===== config.mk =====
export PLATFORM = sky130hd
export DESIGN_NAME = line_state_flat
export DESIGN_NICKNAME = d
export VERILOG_FILES = /design/src/cache_ifs.sv /design/src/line_state.sv /design/src/flat_wrapper.sv
export VERILOG_INCLUDE_DIRS = /design/src /design/src/src
export SDC_FILE = /design/constraint.sdc
export NUM_CORES = 1
export LEC_CHECK = 0
export ABC_AREA = 1
export BUFFER_PORTS_ARGS = -buffer_cell sky130_fd_sc_hd__buf_4
export CAP_MARGIN = 40
export CORE_MARGIN = 8
export CORE_UTILIZATION = 30
export DETAILED_ROUTE_END_ITERATION = 7
export PLACE_DENSITY_LB_ADDON = 0.25
export SYNTH_ARGS = -nofsm -noshare
export SYNTH_HDL_FRONTEND = slang
export SYNTH_SLANG_ARGS = --single-unit

===== constraint.sdc =====
create_clock -name clk -period 4.4 [get_ports clk]
set_input_delay 0.88 -clock clk [delete_from_list [all_inputs] [get_ports clk]]
set_output_delay 0.88 -clock clk [all_outputs]
set_load 0.05 [all_outputs]

===== src/dcache_consts.svh =====
`ifndef DCACHE_CONSTS_SVH
`define DCACHE_CONSTS_SVH

// address and data
`define DC_ADDR_W      32
`define DC_WORD_W      32
`define DC_STRB_W      4

// address split, tag + index + offset + byte
`define DC_TAG_W       20
`define DC_INDEX_W     7
`define DC_OFFSET_W    3
`define DC_BYTE_W      2

// geometry
`define DC_SETS        128
`define DC_LINE_WORDS  8

`endif


===== src/cache_ifs.sv =====
`timescale 1ns/1ps
`include "dcache_consts.svh"


// controller to per-set lru and dirty state
interface line_state_if;
    logic [`DC_INDEX_W-1:0] index;
    logic                   touch;
    logic                   hit_way;
    logic                   mark_dirty;
    logic                   fill;
    logic                   fill_dirty;
    logic                   victim_way;
    logic                   victim_dirty;

    modport ctrl (
        output index, touch, hit_way, mark_dirty, fill, fill_dirty,
        input  victim_way, victim_dirty
    );
    modport state (
        input  index, touch, hit_way, mark_dirty, fill, fill_dirty,
        output victim_way, victim_dirty
    );
endinterface


===== src/line_state.sv =====
`timescale 1ns/1ps
`include "dcache_consts.svh"

module line_state (
    input  logic        clk,
    input  logic        rst,
    line_state_if.state ls
);
    // lru bit names the way to evict next
    logic [`DC_SETS-1:0]      lru;
    logic [1:0][`DC_SETS-1:0] dirty;
    logic                     victim;

    assign victim          = lru[ls.index];
    assign ls.victim_way   = victim;
    assign ls.victim_dirty = dirty[victim][ls.index];

    always_ff @(posedge clk) begin
        if (rst) begin
            lru   <= '0;
            dirty <= '0;
        end else begin
            // hit points the lru at the other way
            if (ls.touch) begin
                lru[ls.index] <= ~ls.hit_way;
                if (ls.mark_dirty) begin
                    dirty[ls.hit_way][ls.index] <= 1'b1;
                end
            end
            // refill replaced the victim
            if (ls.fill) begin
                lru[ls.index]          <= ~victim;
                dirty[victim][ls.index] <= ls.fill_dirty;
            end
        end
    end

    // hits and fills belong to different requests
    assert property (@(posedge clk) disable iff (rst) !(ls.touch && ls.fill));

endmodule


===== src/flat_wrapper.sv =====
// flat-port wrapper written by rule: the top's interface ports become plain ports
module line_state_flat 
  (clk, rst, ls_index, ls_touch, ls_hit_way, ls_mark_dirty, ls_fill, ls_fill_dirty, ls_victim_way, ls_victim_dirty);
  line_state_if ls_i ();
  input  logic clk;
  input  logic rst;
  input wire logic [$bits(ls_i.index)-1:0] ls_index;
  input wire logic [$bits(ls_i.touch)-1:0] ls_touch;
  input wire logic [$bits(ls_i.hit_way)-1:0] ls_hit_way;
  input wire logic [$bits(ls_i.mark_dirty)-1:0] ls_mark_dirty;
  input wire logic [$bits(ls_i.fill)-1:0] ls_fill;
  input wire logic [$bits(ls_i.fill_dirty)-1:0] ls_fill_dirty;
  output wire logic [$bits(ls_i.victim_way)-1:0] ls_victim_way;
  output wire logic [$bits(ls_i.victim_dirty)-1:0] ls_victim_dirty;
  assign ls_i.index = ls_index;
  assign ls_i.touch = ls_touch;
  assign ls_i.hit_way = ls_hit_way;
  assign ls_i.mark_dirty = ls_mark_dirty;
  assign ls_i.fill = ls_fill;
  assign ls_i.fill_dirty = ls_fill_dirty;
  assign ls_victim_way = ls_i.victim_way;
  assign ls_victim_dirty = ls_i.victim_dirty;
  line_state u_core (.clk(clk), .rst(rst), .ls(ls_i));
endmodule

# Yosys cells after proc, flatten, opt, wreduce, memory -nomap -nowiden
# Index checks and enable logic that the tools add are counted.
# totals
register_bits	384
latch_bits	0
ram_bits	0
mem_bits_ro	0
inputBits	14
out_inout_bits	2
word_cells	37
mem_count	0
# op_classes
addsub	0
n_mul	0
div_mod_pow	0
order_cmp	6
n_eq_ne	0
shift	0
n_mux	22
n_bitwise	3
reduce_logical	3
# op_table
op	n
two-way mux 256 bit	4
two-way mux 128 bit	7
bitwise mux 128 bit	2
bitwise mux 256 bit	1
demux 128 bit (select 1 bit)	2
OR 256 bit	1
binary-select mux 1 bit (select 7 bit)	2
less-than comparator 7 x 8 -> 1 bit, second input constant	1
demux 1 bit (select 7 bit)	1
greater-or-equal comparator 7 x 1 -> 1 bit, second input constant	1
less-than comparator 1 x 2 -> 1 bit, second input constant	2
logical AND 1 bit	3
two-way mux 1 bit	3
greater-or-equal comparator 1 bit, second input constant	2
inverter 1 bit	2

# Logic depth before layout (Yosys ltp)
# logic_depth
word_depth	12
ltp_mapped	28
depth_no_buf	23

# Worst setup path before layout
# Ideal clock, no wire load.
# synth_timing
path_type	input to output
startpoint	input ls_index[1]
endpoint	output ls_victim_dirty
arrival_time_ns	3.398
required_ns	3.520
path_slack_ns	0.122
cell_stages	24
path_buffers	4
path_cell_list	buf_4 nor2_2 buf_2 nand3_1 nand2_1 nor2_1 nor2_1 nor2_1 nand2_1 nand2_1 nand4_2 buf_4 buf_2 nand2_1 nand3_1 nand2_1 nand2_1 nand4_1 nand2_1 nand2_1 nor2_1 nor2_1 nor2_1 nand2_1
# synth_between
elab_chain_cells	6
# synth_lines
element	line_no	rtl
start: declaration	flat_wrapper.sv:7	input wire logic [$bits(ls_i.index)-1:0] ls_index;
binary-select mux 1 bit (select 7 bit)	line_state.sv:14	assign victim = lru[ls.index];
two-way mux 1 bit (not written as such)	line_state.sv:14	
named net ls_victim_way	flat_wrapper.sv:13	output wire logic [$bits(ls_i.victim_way)-1:0] ls_victim_way;
two-way mux 128 bit (not written as such) (2 in series)	line_state.sv:16	assign ls.victim_dirty = dirty[victim][ls.index];
binary-select mux 1 bit (select 7 bit)	line_state.sv:16	
two-way mux 1 bit (not written as such)	line_state.sv:16	
end: declaration	flat_wrapper.sv:14	output wire logic [$bits(ls_i.victim_dirty)-1:0] ls_victim_dirty;
# The timed path passes the listed nets, and every way through them passes these cells. The select of a mux whose other input is x is not followed.

# Worst setup path after layout
# layout_timing
startpoint	input ls_index[0]
endpoint	output ls_victim_dirty
# layout_between
elab_chain_cells	6
# layout_lines
element	line_no
binary-select mux 1 bit (select 7 bit)	line_state.sv:14
two-way mux 1 bit (not written as such)	line_state.sv:14
two-way mux 128 bit (not written as such) (2 in series)	line_state.sv:16
binary-select mux 1 bit (select 7 bit) *	line_state.sv:16
two-way mux 1 bit (not written as such) *	line_state.sv:16
# Mark *: on every way between the ends. The rest lies on a longest branch, timed or not. The select of a mux whose other input is x is not followed.

==> run_results.csv <==
group,metric,value,unit
route,firstDrtPassIters,5,
critical_path,cp_slowest_cell,"bufbuf_16",
clock_network,clock_sinks,384,
finish,syn_to_final_growth,20.64,%
sta,fin_skew,22.24,ps
sta,setup_ws,-515.3,ps
sta,timing.fmax,203.4,MHz
critical_path,path_buf_inv,7,
sta,setup_violations,1,
global_route,grt_use_total,21.08,%
synthesis,synth_compound_area_share,22.93,%
clock_network,cts_tree,"yes",
sta,min_period,4915,ps
pwr,power_density,306.1,nW/um2
clock_network,clockRootBuffer,"clkbuf_16",
min_path,hold_class,"register to register",
route,drc,0,
critical_path,worstSetupPathType,"input pin to output pin",
global_route,grt_start_max_net_pins,121,
clock_network,holdBufCountCts,0,
global_route,top_usage_layer,"met2",
clock_network,clk_latency,600,ps
pwr,ir_drop,0.2391,mV
synthesis,syn_area,23500,um2
synthesis,syn_nets,3855,
synthesis,synth_warnings,0,
sta,finalMaxSlewViolations,0,
sta,hold_slack,464.6,ps
placement,port_buffers,15,
pwr,power.leakage,0.01044,uW
floorplan,core_area,77470,um2
floorplan,dieArea,87540,um2
finish,drive_above_1_share,11.24,%
floorplan,die_h,295.9,um
clock_network,cts_buffer_depth,3,
synthesis,synth_top_family_by_area,"simple AND/OR/NAND/NOR gates",
route,drt-vias-per-instance,5.318,
synthesis,avgSynthCellArea,6.118,um2
route,drtIter0Drc,2588,
placement,gp_congestion,0.8635,
synthesis,synth-seq-cells,384,
finish,layout_commonest_cell,"nand2_1",
route,ant_nets,0,
finish,final_net_count,3875,
sta,fin_crit_sh,111.7,%
clock_network,numCtsBuffers,47,
placement,dp_hpwl,56650,um
sta,maxSlewHeadroom,42.59,%
critical_path,cp.arrival,4040,ps
critical_path,cp_max_fo,16,
critical_path,worstSetupStartpointType,"input pin",
placement,pre_cts_slack,-799.9,ps
synthesis,synth_xor_area_share,0,%
clock_network,cts.clk_slew.worst_paths,50,ps
clock_network,cts-htree-levels,2,
placement,placed_cells,4792,
global_route,use_met3,3.240,%
sta,hold_viol_final,0,
placement,placed_area,25500,um2
critical_path,crit_family,"simple AND/OR/NAND/NOR gates",
critical_path,worstReg2RegStart,"u_core.lru[49]",
sta,rsz0062_at_grt,"yes",
run,maxCapViolations,0,
critical_path,cp-end-kind,"output pin",
global_route,grtUsageMet1,28.42,%
synthesis,netlist_instances,3841,
finish,design_area,28350,um2
synthesis,yosys.area_share.simple,30.12,%
floorplan,die_w,295.9,um
synthesis,synth.area.mux_share,0,%
critical_path,max_stage_delay,310,ps
synthesis,ys_seq_area_share,32.72,%
sta,worst_pin_slew,861.2,ps
route,wl_per_cell,19.91,um
synthesis,yosysUniqueCellTypes,28,
global_route,antenna_found_initial,2,
floorplan,num_rows,102,
critical_path,worst_path_most_repeated_cell,"nand2_1",
floorplan,ios,16,
status,violations,"negative setup slack",
critical_path,critPathLaunch,"ls_index[0]",
global_route,grt_pass1_wl,145800,um
critical_path,crit_required,3520,ps
min_path,hp-start,"u_core.dirty[84]",
synthesis,synthAdderAreaFrac,0,%
finish,layout_common_cells,"nand2_1, inv_1, o21ai_0",
floorplan,initial_core_util,30.33,%
global_route,grt_pass1_vias,24156,
status,status,"finished with violations",
global_route,globalRouteMet2Util,34.04,%
route,drt_wl_total,98360,um
global_route,grt-ovfl-total,0,
route,num_vias,26264,
finish,final_cells,4939,
-- worst reg2reg max path, stage by stage (launching register included) --
cell	delay, ps
dfxtp_1	310
inv_1	60
nand2_1	60
nand3_1	120
nand2_1	80
nor2_2	160
nor2_2	70
nor2_1	80
nand2_1	80
nand2_2	120
nand4_4	160
buf_12	190
clkinv_8	70
buf_12	130
buf_4	170
buf_4	130
buf_4	460
nand2_1	150
o221a_2	290
-- through the flow --
stage	TNS, ps	util, %	total power, uW
global route	-682.3	36.59	8918
finish	-515.3	36.59	8677
CTS	-417.5	35.58	8627
floorplan	0	-	4163
global placement	-777.2	32.74	4640
detailed placement	-799.9	32.91	4653
-- cell usage after synthesis, drive strengths merged --
| cell type | number | share of area [%] |
|---|---|---|
| a211oi | 60 | 1.9 |
| a21oi | 128 | 2.7 |
| a311oi | 68 | 2.5 |
| a31oi | 85 | 2.3 |
| buf | 96 | 2.3 |
| clkbuf | 178 | 2.8 |
| clkinv | 2 | 0.032 |
| dfxtp | 384 | 33 |
| inv | 566 | 9.0 |
| nand2 | 797 | 13 |
| nand3 | 266 | 5.7 |
| nand3b | 20 | 0.64 |
| nand4 | 3 | 0.11 |
| nor2 | 457 | 7.4 |
| nor3 | 152 | 3.6 |
| o21ai | 535 | 11 |
| o21bai | 1 | 0.032 |
| o221a | 43 | 2.1 |
-- registers in the layout (all words and copies together) (netlist names) --
signal        count
u_core.dirty    256
u_core.lru      128
-- layer usage --
metal	part of all wire, %	up-vias
li1	-	12657
met1	44	12360
met2	45	1066
met3	7.5	179
met4	3.0	2
met5	0.014	-
-- worst paths after layout --
path	slack, ps	cells past startpoint	end
max	-520	27	ls_victim_dirty
min	460	2	u_core.dirty[84]
max reg2reg	1410	18	u_core.dirty[100]
min reg2reg	460	2	u_core.dirty[84]
-- power breakdown --
| part | switching, uW | total, uW | internal (uW) |
|---|---|---|---|
| combinational | 872 | 1300 | 424 |
| clock | 1670 | 3880 | 2220 |
| sequential | 6.42 | 3500 | 3490 |
-- what timing repair did --
item / CTS / global route
setup endpoints to repair: 1 / 1
gates resized for setup: 47 / 57
cloned: 11 / 11
endpoints found under the hold margin: 0 / 0
buffers inserted: 12 / 26
pin swaps: 13 / 37
-- kinds of logic after synthesis --
kind of cell / Yosys count
AO/OA/AOI/OAI: 920
AND/OR/NAND/NOR: 1695
buffers and inverters: 842
flip-flops: 384
-- final cells by class --
class                   instances  area [um2]
inverters                     568        2196
fillers                      8362       49120
well taps                    1040        1301
repair buffers                245        3025
flip-flops and latches        384        7687
clock buffers                  73        1384
multi-input cells            2615       12650
diodes                          1       2.502
clock inverters                13       98.84
No activity file was read; power rests on OpenSTA's default activity.
