===== src/dcache_consts.svh =====
`ifndef DCACHE_CONSTS_SVH
`define DCACHE_CONSTS_SVH

// address and data
`define DC_ADDR_W      32
`define DC_WORD_W      32
`define DC_STRB_W      4

// address split, tag + index + offset + byte
`define DC_TAG_W       20
`define DC_INDEX_W     7
`define DC_OFFSET_W    3
`define DC_BYTE_W      2

// geometry
`define DC_SETS        128
`define DC_LINE_WORDS  8

`endif


===== src/dcache_pkg.sv =====
`include "dcache_consts.svh"

package dcache_pkg;

    // one address word, raw for the bus or split for the arrays
    typedef union packed {
        logic [`DC_ADDR_W-1:0] raw;
        struct packed {
            logic [`DC_TAG_W-1:0]    tag;
            logic [`DC_INDEX_W-1:0]  index;
            logic [`DC_OFFSET_W-1:0] offset;
            logic [`DC_BYTE_W-1:0]   byte_off;
        } f;
    } dcache_addr_u;

endpackage


===== src/cache_ifs.sv =====
`timescale 1ns/1ps
`include "dcache_consts.svh"

// controller to tag and data arrays
interface array_if;
    logic [`DC_INDEX_W-1:0]  index;
    logic [`DC_OFFSET_W-1:0] offset;
    logic [`DC_TAG_W-1:0]    wtag;
    logic                    tag_we;
    logic                    way;
    logic                    data_we;
    logic [`DC_STRB_W-1:0]   data_strb;
    logic [`DC_WORD_W-1:0]   wdata;
    logic [`DC_OFFSET_W-1:0] wb_cnt;
    logic                    hit0;
    logic                    hit1;
    logic [`DC_TAG_W-1:0]    victim_tag;
    logic [`DC_WORD_W-1:0]   hit_word;
    logic [`DC_WORD_W-1:0]   wb_word;

    modport ctrl (
        output index, offset, wtag, tag_we, way, data_we, data_strb, wdata, wb_cnt,
        input  hit0, hit1, victim_tag, hit_word, wb_word
    );
    modport tags (
        input  index, wtag, tag_we, way,
        output hit0, hit1, victim_tag
    );
    modport data (
        input  index, offset, way, data_we, data_strb, wdata, wb_cnt, hit1,
        output hit_word, wb_word
    );
endinterface

// controller to per-set lru and dirty state
interface line_state_if;
    logic [`DC_INDEX_W-1:0] index;
    logic                   touch;
    logic                   hit_way;
    logic                   mark_dirty;
    logic                   fill;
    logic                   fill_dirty;
    logic                   victim_way;
    logic                   victim_dirty;

    modport ctrl (
        output index, touch, hit_way, mark_dirty, fill, fill_dirty,
        input  victim_way, victim_dirty
    );
    modport state (
        input  index, touch, hit_way, mark_dirty, fill, fill_dirty,
        output victim_way, victim_dirty
    );
endinterface


===== src/cache_ctrl.sv =====
`timescale 1ns/1ps
`include "dcache_consts.svh"

module cache_ctrl (
    input  logic                     clk,
    input  logic                     rst,
    input  logic                     req,
    input  logic                     wr,
    input  logic [`DC_STRB_W-1:0]    sel,
    input  dcache_pkg::dcache_addr_u addr,
    input  logic [`DC_WORD_W-1:0]    wdata,
    output logic                     addr_ok,
    output logic                     data_ok,
    output logic [`DC_WORD_W-1:0]    rdata,
    output dcache_pkg::dcache_addr_u mem_ar_addr,
    output logic                     mem_ar_valid,
    input  logic                     mem_ar_ready,
    input  logic [`DC_WORD_W-1:0]    mem_r_data,
    input  logic                     mem_r_valid,
    input  logic                     mem_r_last,
    output dcache_pkg::dcache_addr_u mem_aw_addr,
    output logic                     mem_aw_valid,
    input  logic                     mem_aw_ready,
    output logic [`DC_WORD_W-1:0]    mem_w_data,
    output logic                     mem_w_valid,
    input  logic                     mem_w_ready,
    output logic                     mem_w_last,
    input  logic                     mem_b_valid,
    array_if.ctrl                    arr,
    line_state_if.ctrl               ls
);
    import dcache_pkg::*;

    localparam logic [3:0] st_idle    = 4'd0;
    localparam logic [3:0] st_lookup  = 4'd1;
    localparam logic [3:0] st_wb_addr = 4'd2;
    localparam logic [3:0] st_wb_data = 4'd3;
    localparam logic [3:0] st_wb_resp = 4'd4;
    localparam logic [3:0] st_rf_addr = 4'd5;
    localparam logic [3:0] st_rf_data = 4'd6;
    localparam logic [3:0] st_update  = 4'd7;
    localparam logic [3:0] st_respond = 4'd8;

    localparam logic [`DC_OFFSET_W-1:0] last_beat = `DC_OFFSET_W'(`DC_LINE_WORDS - 1);

    logic [3:0]              state;
    dcache_addr_u            req_r;
    logic                    wr_r;
    logic [`DC_WORD_W-1:0]   wdata_r;
    logic [`DC_STRB_W-1:0]   sel_r;
    logic [`DC_OFFSET_W-1:0] wb_cnt;
    logic [`DC_OFFSET_W-1:0] rf_cnt;
    logic [`DC_WORD_W-1:0]   fill_word;
    logic                    hit;
    logic                    accept;
    logic                    rf_beat;
    logic                    wb_beat;
    logic [3:0]              w_beats;

    assign accept  = (state == st_idle) && req;
    assign hit     = arr.hit0 || arr.hit1;
    assign rf_beat = (state == st_rf_data) && mem_r_valid;
    assign wb_beat = mem_w_valid && mem_w_ready;

    always_ff @(posedge clk) begin
        if (accept) begin
            req_r   <= addr;
            wr_r    <= wr;
            wdata_r <= wdata;
            sel_r   <= sel;
        end
        // requested word as it passes by on refill
        if (rf_beat && rf_cnt == req_r.f.offset) begin
            fill_word <= mem_r_data;
        end
    end

    always_ff @(posedge clk) begin
        if (rst) begin
            state  <= st_idle;
            wb_cnt <= '0;
            rf_cnt <= '0;
        end else begin
            if (state == st_wb_addr) begin
                wb_cnt <= '0;
            end else if (wb_beat) begin
                wb_cnt <= wb_cnt + 1'b1;
            end
            if (state == st_rf_addr) begin
                rf_cnt <= '0;
            end else if (rf_beat) begin
                rf_cnt <= rf_cnt + 1'b1;
            end

            case (state)
                st_idle: begin
                    if (req) begin
                        state <= st_lookup;
                    end
                end
                st_lookup: begin
                    if (hit) begin
                        state <= st_idle;
                    end else if (ls.victim_dirty) begin
                        state <= st_wb_addr;
                    end else begin
                        state <= st_rf_addr;
                    end
                end
                st_wb_addr: begin
                    if (mem_aw_ready) begin
                        state <= st_wb_data;
                    end
                end
                st_wb_data: begin
                    if (wb_beat && mem_w_last) begin
                        state <= st_wb_resp;
                    end
                end
                st_wb_resp: begin
                    if (mem_b_valid) begin
                        state <= st_rf_addr;
                    end
                end
                st_rf_addr: begin
                    if (mem_ar_ready) begin
                        state <= st_rf_data;
                    end
                end
                st_rf_data: begin
                    if (mem_r_valid && mem_r_last) begin
                        state <= st_update;
                    end
                end
                st_update:  state <= st_respond;
                st_respond: state <= st_idle;
                default:    state <= st_idle;
            endcase
        end
    end

    // index comes straight from the cpu while idle
    always_comb begin
        arr.index     = (state == st_idle) ? addr.f.index : req_r.f.index;
        arr.offset    = (state == st_rf_data) ? rf_cnt : req_r.f.offset;
        arr.wtag      = req_r.f.tag;
        arr.tag_we    = (state == st_update);
        arr.way       = (state == st_lookup) ? arr.hit1 : ls.victim_way;
        arr.wb_cnt    = wb_cnt;
        arr.data_we   = 1'b0;
        arr.data_strb = sel_r;
        arr.wdata     = wdata_r;
        case (state)
            st_lookup: arr.data_we = hit && wr_r;
            st_rf_data: begin
                arr.data_we   = mem_r_valid;
                arr.data_strb = '1;
                arr.wdata     = mem_r_data;
            end
            // store merges on top of the refilled line
            st_update: arr.data_we = wr_r;
            default: ;
        endcase
    end

    always_comb begin
        ls.index      = req_r.f.index;
        ls.touch      = (state == st_lookup) && hit;
        ls.hit_way    = arr.hit1;
        ls.mark_dirty = (state == st_lookup) && hit && wr_r;
        ls.fill       = (state == st_update);
        ls.fill_dirty = wr_r;
    end

    // line-aligned burst addresses
    always_comb begin
        mem_ar_addr            = req_r;
        mem_ar_addr.f.offset   = '0;
        mem_ar_addr.f.byte_off = '0;
        mem_aw_addr            = req_r;
        mem_aw_addr.f.tag      = arr.victim_tag;
        mem_aw_addr.f.offset   = '0;
        mem_aw_addr.f.byte_off = '0;
    end

    assign mem_ar_valid = (state == st_rf_addr);
    assign mem_aw_valid = (state == st_wb_addr);
    assign mem_w_valid  = (state == st_wb_data);
    assign mem_w_data   = arr.wb_word;
    assign mem_w_last   = mem_w_valid && (wb_cnt == last_beat);

    assign addr_ok = (state == st_idle);
    assign data_ok = ((state == st_lookup) && hit) || (state == st_respond);
    assign rdata   = (state == st_lookup) ? arr.hit_word : fill_word;

    // write beats accepted since the write address handshake
    always_ff @(posedge clk) begin
        if (rst || (mem_aw_valid && mem_aw_ready)) begin
            w_beats <= '0;
        end else if (wb_beat) begin
            w_beats <= w_beats + 1'b1;
        end
    end

    assert property (@(posedge clk) disable iff (rst) !(data_ok && addr_ok));

    // last beat only after seven accepted beats of this burst
    assert property (@(posedge clk) disable iff (rst)
        mem_w_last |-> mem_w_valid && w_beats == 4'd7);

endmodule


===== src/flat_wrapper.sv =====
// flat-port wrapper written by rule: the top's interface ports become plain ports
module cache_ctrl_flat import dcache_pkg::*;
  (clk, rst, req, wr, sel, addr, wdata, addr_ok, data_ok, rdata, mem_ar_addr, mem_ar_valid, mem_ar_ready, mem_r_data, mem_r_valid, mem_r_last, mem_aw_addr, mem_aw_valid, mem_aw_ready, mem_w_data, mem_w_valid, mem_w_ready, mem_w_last, mem_b_valid, arr_index, arr_offset, arr_wtag, arr_tag_we, arr_way, arr_data_we, arr_data_strb, arr_wdata, arr_wb_cnt, arr_hit0, arr_hit1, arr_victim_tag, arr_hit_word, arr_wb_word, ls_index, ls_touch, ls_hit_way, ls_mark_dirty, ls_fill, ls_fill_dirty, ls_victim_way, ls_victim_dirty);
  array_if arr_i ();
  line_state_if ls_i ();
  input  logic clk;
  input  logic rst;
  input  logic req;
  input  logic wr;
  input  logic [`DC_STRB_W-1:0] sel;
  input  dcache_pkg::dcache_addr_u addr;
  input  logic [`DC_WORD_W-1:0] wdata;
  output logic addr_ok;
  output logic data_ok;
  output logic [`DC_WORD_W-1:0] rdata;
  output dcache_pkg::dcache_addr_u mem_ar_addr;
  output logic mem_ar_valid;
  input  logic mem_ar_ready;
  input  logic [`DC_WORD_W-1:0] mem_r_data;
  input  logic mem_r_valid;
  input  logic mem_r_last;
  output dcache_pkg::dcache_addr_u mem_aw_addr;
  output logic mem_aw_valid;
  input  logic mem_aw_ready;
  output logic [`DC_WORD_W-1:0] mem_w_data;
  output logic mem_w_valid;
  input  logic mem_w_ready;
  output logic mem_w_last;
  input  logic mem_b_valid;
  output wire logic [$bits(arr_i.index)-1:0] arr_index;
  output wire logic [$bits(arr_i.offset)-1:0] arr_offset;
  output wire logic [$bits(arr_i.wtag)-1:0] arr_wtag;
  output wire logic [$bits(arr_i.tag_we)-1:0] arr_tag_we;
  output wire logic [$bits(arr_i.way)-1:0] arr_way;
  output wire logic [$bits(arr_i.data_we)-1:0] arr_data_we;
  output wire logic [$bits(arr_i.data_strb)-1:0] arr_data_strb;
  output wire logic [$bits(arr_i.wdata)-1:0] arr_wdata;
  output wire logic [$bits(arr_i.wb_cnt)-1:0] arr_wb_cnt;
  input wire logic [$bits(arr_i.hit0)-1:0] arr_hit0;
  input wire logic [$bits(arr_i.hit1)-1:0] arr_hit1;
  input wire logic [$bits(arr_i.victim_tag)-1:0] arr_victim_tag;
  input wire logic [$bits(arr_i.hit_word)-1:0] arr_hit_word;
  input wire logic [$bits(arr_i.wb_word)-1:0] arr_wb_word;
  output wire logic [$bits(ls_i.index)-1:0] ls_index;
  output wire logic [$bits(ls_i.touch)-1:0] ls_touch;
  output wire logic [$bits(ls_i.hit_way)-1:0] ls_hit_way;
  output wire logic [$bits(ls_i.mark_dirty)-1:0] ls_mark_dirty;
  output wire logic [$bits(ls_i.fill)-1:0] ls_fill;
  output wire logic [$bits(ls_i.fill_dirty)-1:0] ls_fill_dirty;
  input wire logic [$bits(ls_i.victim_way)-1:0] ls_victim_way;
  input wire logic [$bits(ls_i.victim_dirty)-1:0] ls_victim_dirty;
  assign arr_index = arr_i.index;
  assign arr_offset = arr_i.offset;
  assign arr_wtag = arr_i.wtag;
  assign arr_tag_we = arr_i.tag_we;
  assign arr_way = arr_i.way;
  assign arr_data_we = arr_i.data_we;
  assign arr_data_strb = arr_i.data_strb;
  assign arr_wdata = arr_i.wdata;
  assign arr_wb_cnt = arr_i.wb_cnt;
  assign arr_i.hit0 = arr_hit0;
  assign arr_i.hit1 = arr_hit1;
  assign arr_i.victim_tag = arr_victim_tag;
  assign arr_i.hit_word = arr_hit_word;
  assign arr_i.wb_word = arr_wb_word;
  assign ls_index = ls_i.index;
  assign ls_touch = ls_i.touch;
  assign ls_hit_way = ls_i.hit_way;
  assign ls_mark_dirty = ls_i.mark_dirty;
  assign ls_fill = ls_i.fill;
  assign ls_fill_dirty = ls_i.fill_dirty;
  assign ls_i.victim_way = ls_victim_way;
  assign ls_i.victim_dirty = ls_victim_dirty;
  cache_ctrl u_core (.clk(clk), .rst(rst), .req(req), .wr(wr), .sel(sel), .addr(addr), .wdata(wdata), .addr_ok(addr_ok), .data_ok(data_ok), .rdata(rdata), .mem_ar_addr(mem_ar_addr), .mem_ar_valid(mem_ar_valid), .mem_ar_ready(mem_ar_ready), .mem_r_data(mem_r_data), .mem_r_valid(mem_r_valid), .mem_r_last(mem_r_last), .mem_aw_addr(mem_aw_addr), .mem_aw_valid(mem_aw_valid), .mem_aw_ready(mem_aw_ready), .mem_w_data(mem_w_data), .mem_w_valid(mem_w_valid), .mem_w_ready(mem_w_ready), .mem_w_last(mem_w_last), .mem_b_valid(mem_b_valid), .arr(arr_i), .ls(ls_i));
endmodule

===== config.mk =====
export PLATFORM = sky130hd
export DESIGN_NAME = cache_ctrl_flat
export DESIGN_NICKNAME = d
export VERILOG_FILES = /design/src/dcache_pkg.sv /design/src/cache_ifs.sv /design/src/cache_ctrl.sv /design/src/flat_wrapper.sv
export VERILOG_INCLUDE_DIRS = /design/src /design/src/src
export SDC_FILE = /design/constraint.sdc
export NUM_CORES = 1
export LEC_CHECK = 0
export BUFFER_PORTS_ARGS = -buffer_cell sky130_fd_sc_hd__buf_2
export CAP_MARGIN = 25
export CORE_AREA = 2 2 160 162
export CTS_CLUSTER_DIAMETER = 30
export DETAILED_ROUTE_END_ITERATION = 8
export DIE_AREA = 0 0 162 164
export PLACE_DENSITY = 0.5
export SLEW_MARGIN = 20
export SYNTH_ARGS = -nofsm -noshare
export SYNTH_HDL_FRONTEND = slang
export SYNTH_SLANG_ARGS = --single-unit

===== constraint.sdc =====
create_clock -name clk -period 8.7 [get_ports clk]
set_input_delay 2.175 -clock clk [delete_from_list [all_inputs] [get_ports clk]]
set_output_delay 2.175 -clock clk [all_outputs]
set_load 0.02 [all_outputs]

## Word level (Yosys, flattened, before mapping)

Cells that the tools add are included.

| word-level totals | value |
|---|---|
| register bits | 111 |
| word-level logic and storage cells | 58 |

| operators by class | value |
|---|---|
| $add $sub $neg | 2 |
| eq/ne operators | 16 |
| mux-type cells | 16 |
| reduce and logical (&&, ||, !) cells | 16 |

Operator list:

| operator | number |
|---|---|
| 32-bit 2-to-1 mux | 2 |
| 4-bit 2-to-1 mux | 8 |
| 4-bit one-hot mux with 8 select lines | 1 |
| 4-bit by 3-bit == test with 1-bit output, second input constant | 4 |
| 1-bit logical AND | 10 |
| 4-bit by 2-bit == test with 1-bit output, second input constant | 2 |
| 2-bit != test, second input constant | 4 |
| 7-bit 2-to-1 mux | 1 |
| 3-bit by 1-bit adder with 3-bit output, second input constant | 2 |
| 3-bit 2-to-1 mux | 2 |
| 6-bit AND reduction | 1 |
| 4-bit by 1-bit == test with 1-bit output, second input constant | 1 |
| 4-bit == test, second input constant | 1 |
| 4-bit zero test | 1 |
| 2-bit by 1-bit != test with 1-bit output, second input constant | 2 |
| 2-bit OR reduction | 2 |
| 3-bit == test | 1 |
| 3-bit == test, second input constant | 1 |
| 1-bit one-hot mux with 3 select lines | 1 |
| 1-bit logical OR | 2 |
| 1-bit 2-to-1 mux | 1 |

## Depth between registers and ports, before layout

| depth | value |
|---|---|
| depth in word-level cells | 5 |
| mapped depth | 6 |
| depth with buffers taken out | 5 |

## Least setup slack after synthesis

No wires, ideal clock.

| path | value |
|---|---|
| kind | input to register |
| from | input mem_r_valid |
| to | register u_core.fill_word[0], enable pin |
| setup time | 0.502 ns |
| data arrival time | 5.429 ns |
| data required time | 8.198 ns |
| path slack | 2.770 ns |
| cell stages on the path | 2 |
| path buffers | 0 |
| cells stage by stage | nand2_1 nor4_1 |

| between the ends | value |
|---|---|
| word-level cells in the longest chain between the ends | 2 |

Ends and longest elaborated chain:

| element | RTL line | source |
|---|---|---|
| from (decl) | flat_wrapper.sv:20 | `input logic mem_r_valid;` |
| 1-bit logical AND | cache_ctrl.sv:62 | `assign rf_beat = (state == st_rf_data) && mem_r_valid;` |
| 1-bit logical AND | cache_ctrl.sv:73 | `if (rf_beat && rf_cnt == req_r.f.offset) begin` |
| to (signal assigned) | cache_ctrl.sv:74 | `fill_word <= mem_r_data;` |
| to (decl) | cache_ctrl.sv:53 | `` logic [`DC_WORD_W-1:0] fill_word; `` |

Every way passes these cells.
A chain may end at the register's enable or synchronous reset.

## Final worst setup path

| path | value |
|---|---|
| from | input arr_hit1 |
| to | output arr_data_we |

| between the ends | value |
|---|---|
| word-level cells in the longest chain between the ends | 3 |

Ends and longest elaborated chain:

| element | RTL line | source |
|---|---|---|
| from (decl) | flat_wrapper.sv:40 | `input wire logic [$bits(arr_i.hit1)-1:0] arr_hit1;` |
| 1-bit logical OR | cache_ctrl.sv:61 | `assign hit = arr.hit0 \|\| arr.hit1;` |
| 1-bit logical AND | cache_ctrl.sv:154 | `st_lookup: arr.data_we = hit && wr_r;` |
| 1-bit one-hot mux with 3 select lines | cache_ctrl.sv:153 | `case (state)` |
| to (decl) | flat_wrapper.sv:35 | `output wire logic [$bits(arr_i.data_we)-1:0] arr_data_we;` |

Every way passes these cells.

==> impl_metrics.env <==
export IMPL_status="finished clean"
export IMPL_worst_path_buf_inv=2
export IMPL_crit_required_ns=6.53
export IMPL_synth_warnings=0
export IMPL_synthCells=482
export IMPL_n_antenna_cell=0
export IMPL_post_cts_buffers=0
export IMPL_ys_seq_elements=109
export IMPL_rows=58
export IMPL_hpwl_um=11700
export IMPL_clkLatencyLatePin_ns=0.36
export IMPL_relSlewSlack_pct=35.2
export IMPL_power_leakage_nw=3.07
export IMPL_overflow=0
export IMPL_drc_errors=0
export IMPL_drt_wl_total_um=15600
export IMPL_final_common_cell="buf_2"
export IMPL_finalSetupTns_ns=0
export IMPL_cts_hold_buf=0
export IMPL_crit_arrival_ns=3.06
export IMPL_top_usage_layer="met2"
export IMPL_antenna_found_initial=0
export IMPL_maxSlewViolCount=0
export IMPL_viasPerCell=3.90
export IMPL_min_period_over_period_pct=60.2
export IMPL_power_density_nw_per_um2=187
export IMPL_cpMostUsedCell="buf_2"
export IMPL_max_freq_mhz=191
export IMPL_fp_dieH_um=164
export IMPL_setup_viol=0
export IMPL_finClkSkew_ns=0.0171
export IMPL_ctsHtreeMaxLevel=3
export IMPL_cpLargestDelayFamily="simple AND/OR/NAND/NOR gates"
export IMPL_gp_routability_congestion=0.719
export IMPL_maxCapViolCount=0
export IMPL_tritoncts="done"
export IMPL_crit_path_end_kind="output pin"
export IMPL_die_area_um2=26600
export IMPL_met3_usage_pct=3.18
export IMPL_grt_use_met1_pct=13.0
export IMPL_drtPass1Iterations=4
export IMPL_netlist_area_um2=5640
export IMPL_ant_nets=0
export IMPL_synthDistinctLibCells=41
export IMPL_worstPathMaxFanout=5
export IMPL_clockBufferDepth=2
export IMPL_post_route_min_period_ns=5.24
export IMPL_ir_drop_mv=0.123
export IMPL_gr_usage_met2_pct=19.1
export IMPL_grt_pass1_wl_um=21700
export IMPL_port_buffer_count=299
export IMPL_drive_above_1_share_pct=55.6
export IMPL_core_um2=24800
export IMPL_clkTransAtPathRegs_ns=0.08
export IMPL_cpPeakStageDelay_ns=0.35
export IMPL_ys_seq_area_share_pct=56.2
export IMPL_layout_common_cells="buf_2 (299), nand2_1 (109), edfxtp_1 (99)"
export IMPL_worstSetupStartpointType="input pin"
export IMPL_start_util_pct=22.7
export IMPL_worstPathCellList="buf_2 > or2_2 > a21oi_1 > o31ai_1 > buf_2"
export IMPL_avgSynthCellArea_um2=11.7
export IMPL_numCtsBuffers=9
export IMPL_worst_slew_pin_slew_ns=0.973
export IMPL_track_usage_pct=11.1
export IMPL_die_x_um=162
export IMPL_drtIter0Drc=150
export IMPL_post_drt_wl_per_cell_um=15.6
export IMPL_critPathKind="in -> out"
export IMPL_io_pins=416
export IMPL_cts_root_buffer="clkbuf_16"
export IMPL_fin_util_pct=27.9
export IMPL_grt_pass1_vias=3625
export IMPL_via_count=3889
export IMPL_grt_setup_unrepaired="false"
export IMPL_crit_slowest_cell="or2_2"
export IMPL_cts_sinks=109
export IMPL_nets=863
export IMPL_ctsResizeCount=0
export IMPL_min_path_type="reg -> reg"
export IMPL_area_delta_synth_final_pct=22.6
export IMPL_grt_max_degree=68
export IMPL_hold_viol_final=0
-- sequential cells by signal, summed over array words and instances (netlist names) --
signal                flops
u_core.ls.fill_dirty      1
u_core.wdata_r           32
u_core.arr.wb_cnt         3
u_core.rf_cnt             3
u_core.fill_word         32
u_core.state              4
u_core.req_r             30
u_core.sel_r              4
-- worst reg2reg max path: stages, from the launching register on --
cell and delay [ns]:
dfxtp_1 0.77, and4bb_2 1.00, nand2_1 0.30, nor4_2 0.41
buf_4 0.34
-- layout make-up --
type,count,area (µm²)
clock buffer,9,225
sequential,109,3170
tap,330,413
multi-input combinational,234,1480
fill,2661,17900
clock inverter,7,80.1
inverter,5,18.8
timing repair buffer,303,1530
-- where the power goes --
group / leakage, nW / total, mW / internal, mW / switching, mW
registers: 1.01 / 0.621 / 0.606 / 0.0151
logic: 1.92 / 0.248 / 0.0945 / 0.154
clock network: 0.145 / 0.422 / 0.205 / 0.217
-- Yosys cell counts --
library cell / count / share of area [%]
nand2b_1: 8 / 0.89
o31ai_1: 2 / 0.27
nand3_1: 4 / 0.35
nand3b_1: 1 / 0.13
nor3_1: 2 / 0.18
and2_1: 4 / 0.44
nand4bb_1: 2 / 0.40
nor3b_1: 2 / 0.27
nor4b_2: 2 / 0.53
or2_2: 4 / 0.44
o32ai_1: 2 / 0.31
or4_1: 1 / 0.13
a22o_1: 1 / 0.16
edfxtp_1: 99 / 53
inv_1: 4 / 0.27
conb_1: 1 / 0.066
and4bb_1: 2 / 0.44
dfxtp_1: 10 / 3.5
a22oi_1: 1 / 0.13
a21boi_0: 2 / 0.27
a221oi_1: 2 / 0.31
clkbuf_1: 6 / 0.40
ha_1: 3 / 0.67
or3_1: 2 / 0.22
buf_2: 9 / 0.80
a21o_1: 1 / 0.13
inv_2: 1 / 0.066
buf_4: 128 / 17
xor2_1: 3 / 0.47
o21ai_0: 6 / 0.53
mux2_1: 1 / 0.20
nor4_1: 1 / 0.11
and3_1: 2 / 0.22
and4b_1: 1 / 0.18
mux2_2: 39 / 7.8
a21oi_1: 7 / 0.62
nor4_4: 1 / 0.38
nor2_1: 4 / 0.27
mux2i_1: 1 / 0.18
nand2_1: 109 / 7.3
a2111oi_2: 1 / 0.27
-- through the flow --
stage               cells  instance area (µm²)  power (mW)  hold slack [ns]  setup WS, ns
floorplan             491                 5680       0.848            0.473          2.77
finish                997                 6910        1.29            0.514          3.46
global route          997                 6910        1.36            0.537          3.41
global placement      981                 6610       0.885            0.491          3.45
CTS                   997                 6910        1.32            0.518          3.45
detailed placement    981                 6610       0.886            0.501          3.45
-- worst paths after layout --
check | startpoint | end | slack (ns) | cells after the start
max | arr_hit1 | arr_data_we | 3.46 | 5
min | u_core.arr.wb_cnt[2] | u_core.arr.wb_cnt[2] | 0.51 | 2
max reg2reg | u_core.state[2] | u_core.fill_word[30] | 5.55 | 4
min reg2reg | u_core.arr.wb_cnt[2] | u_core.arr.wb_cnt[2] | 0.51 | 2
-- routing by layer --
metal | vias to the layer above | part of all wire [%]
met3 | 41 | 6.8
met5 | - | 0
met1 | 1797 | 39
li1 | 1880 | -
met2 | 171 | 51
met4 | 0 | 2.8
-- kinds of logic (layout without fill, tap and decap cells) --
group / after synthesis / after routing / share of synthesized area (%)
muxes: 41 / 41 / 8.16
and+or+nand+nor: 152 / 152 / 12.8
adders and majority gates: 3 / 3 / 0.665
xor gates and xnor gates: 3 / 3 / 0.466
AOI/OAI and AO/OA: 25 / 25 / 2.99
buffers and inverters: 148 / 324 / 18.6
other: 1 / 10 / 0.0665
DFF: 109 / 109 / 56.2
Power figures use the tool's default switching activity.
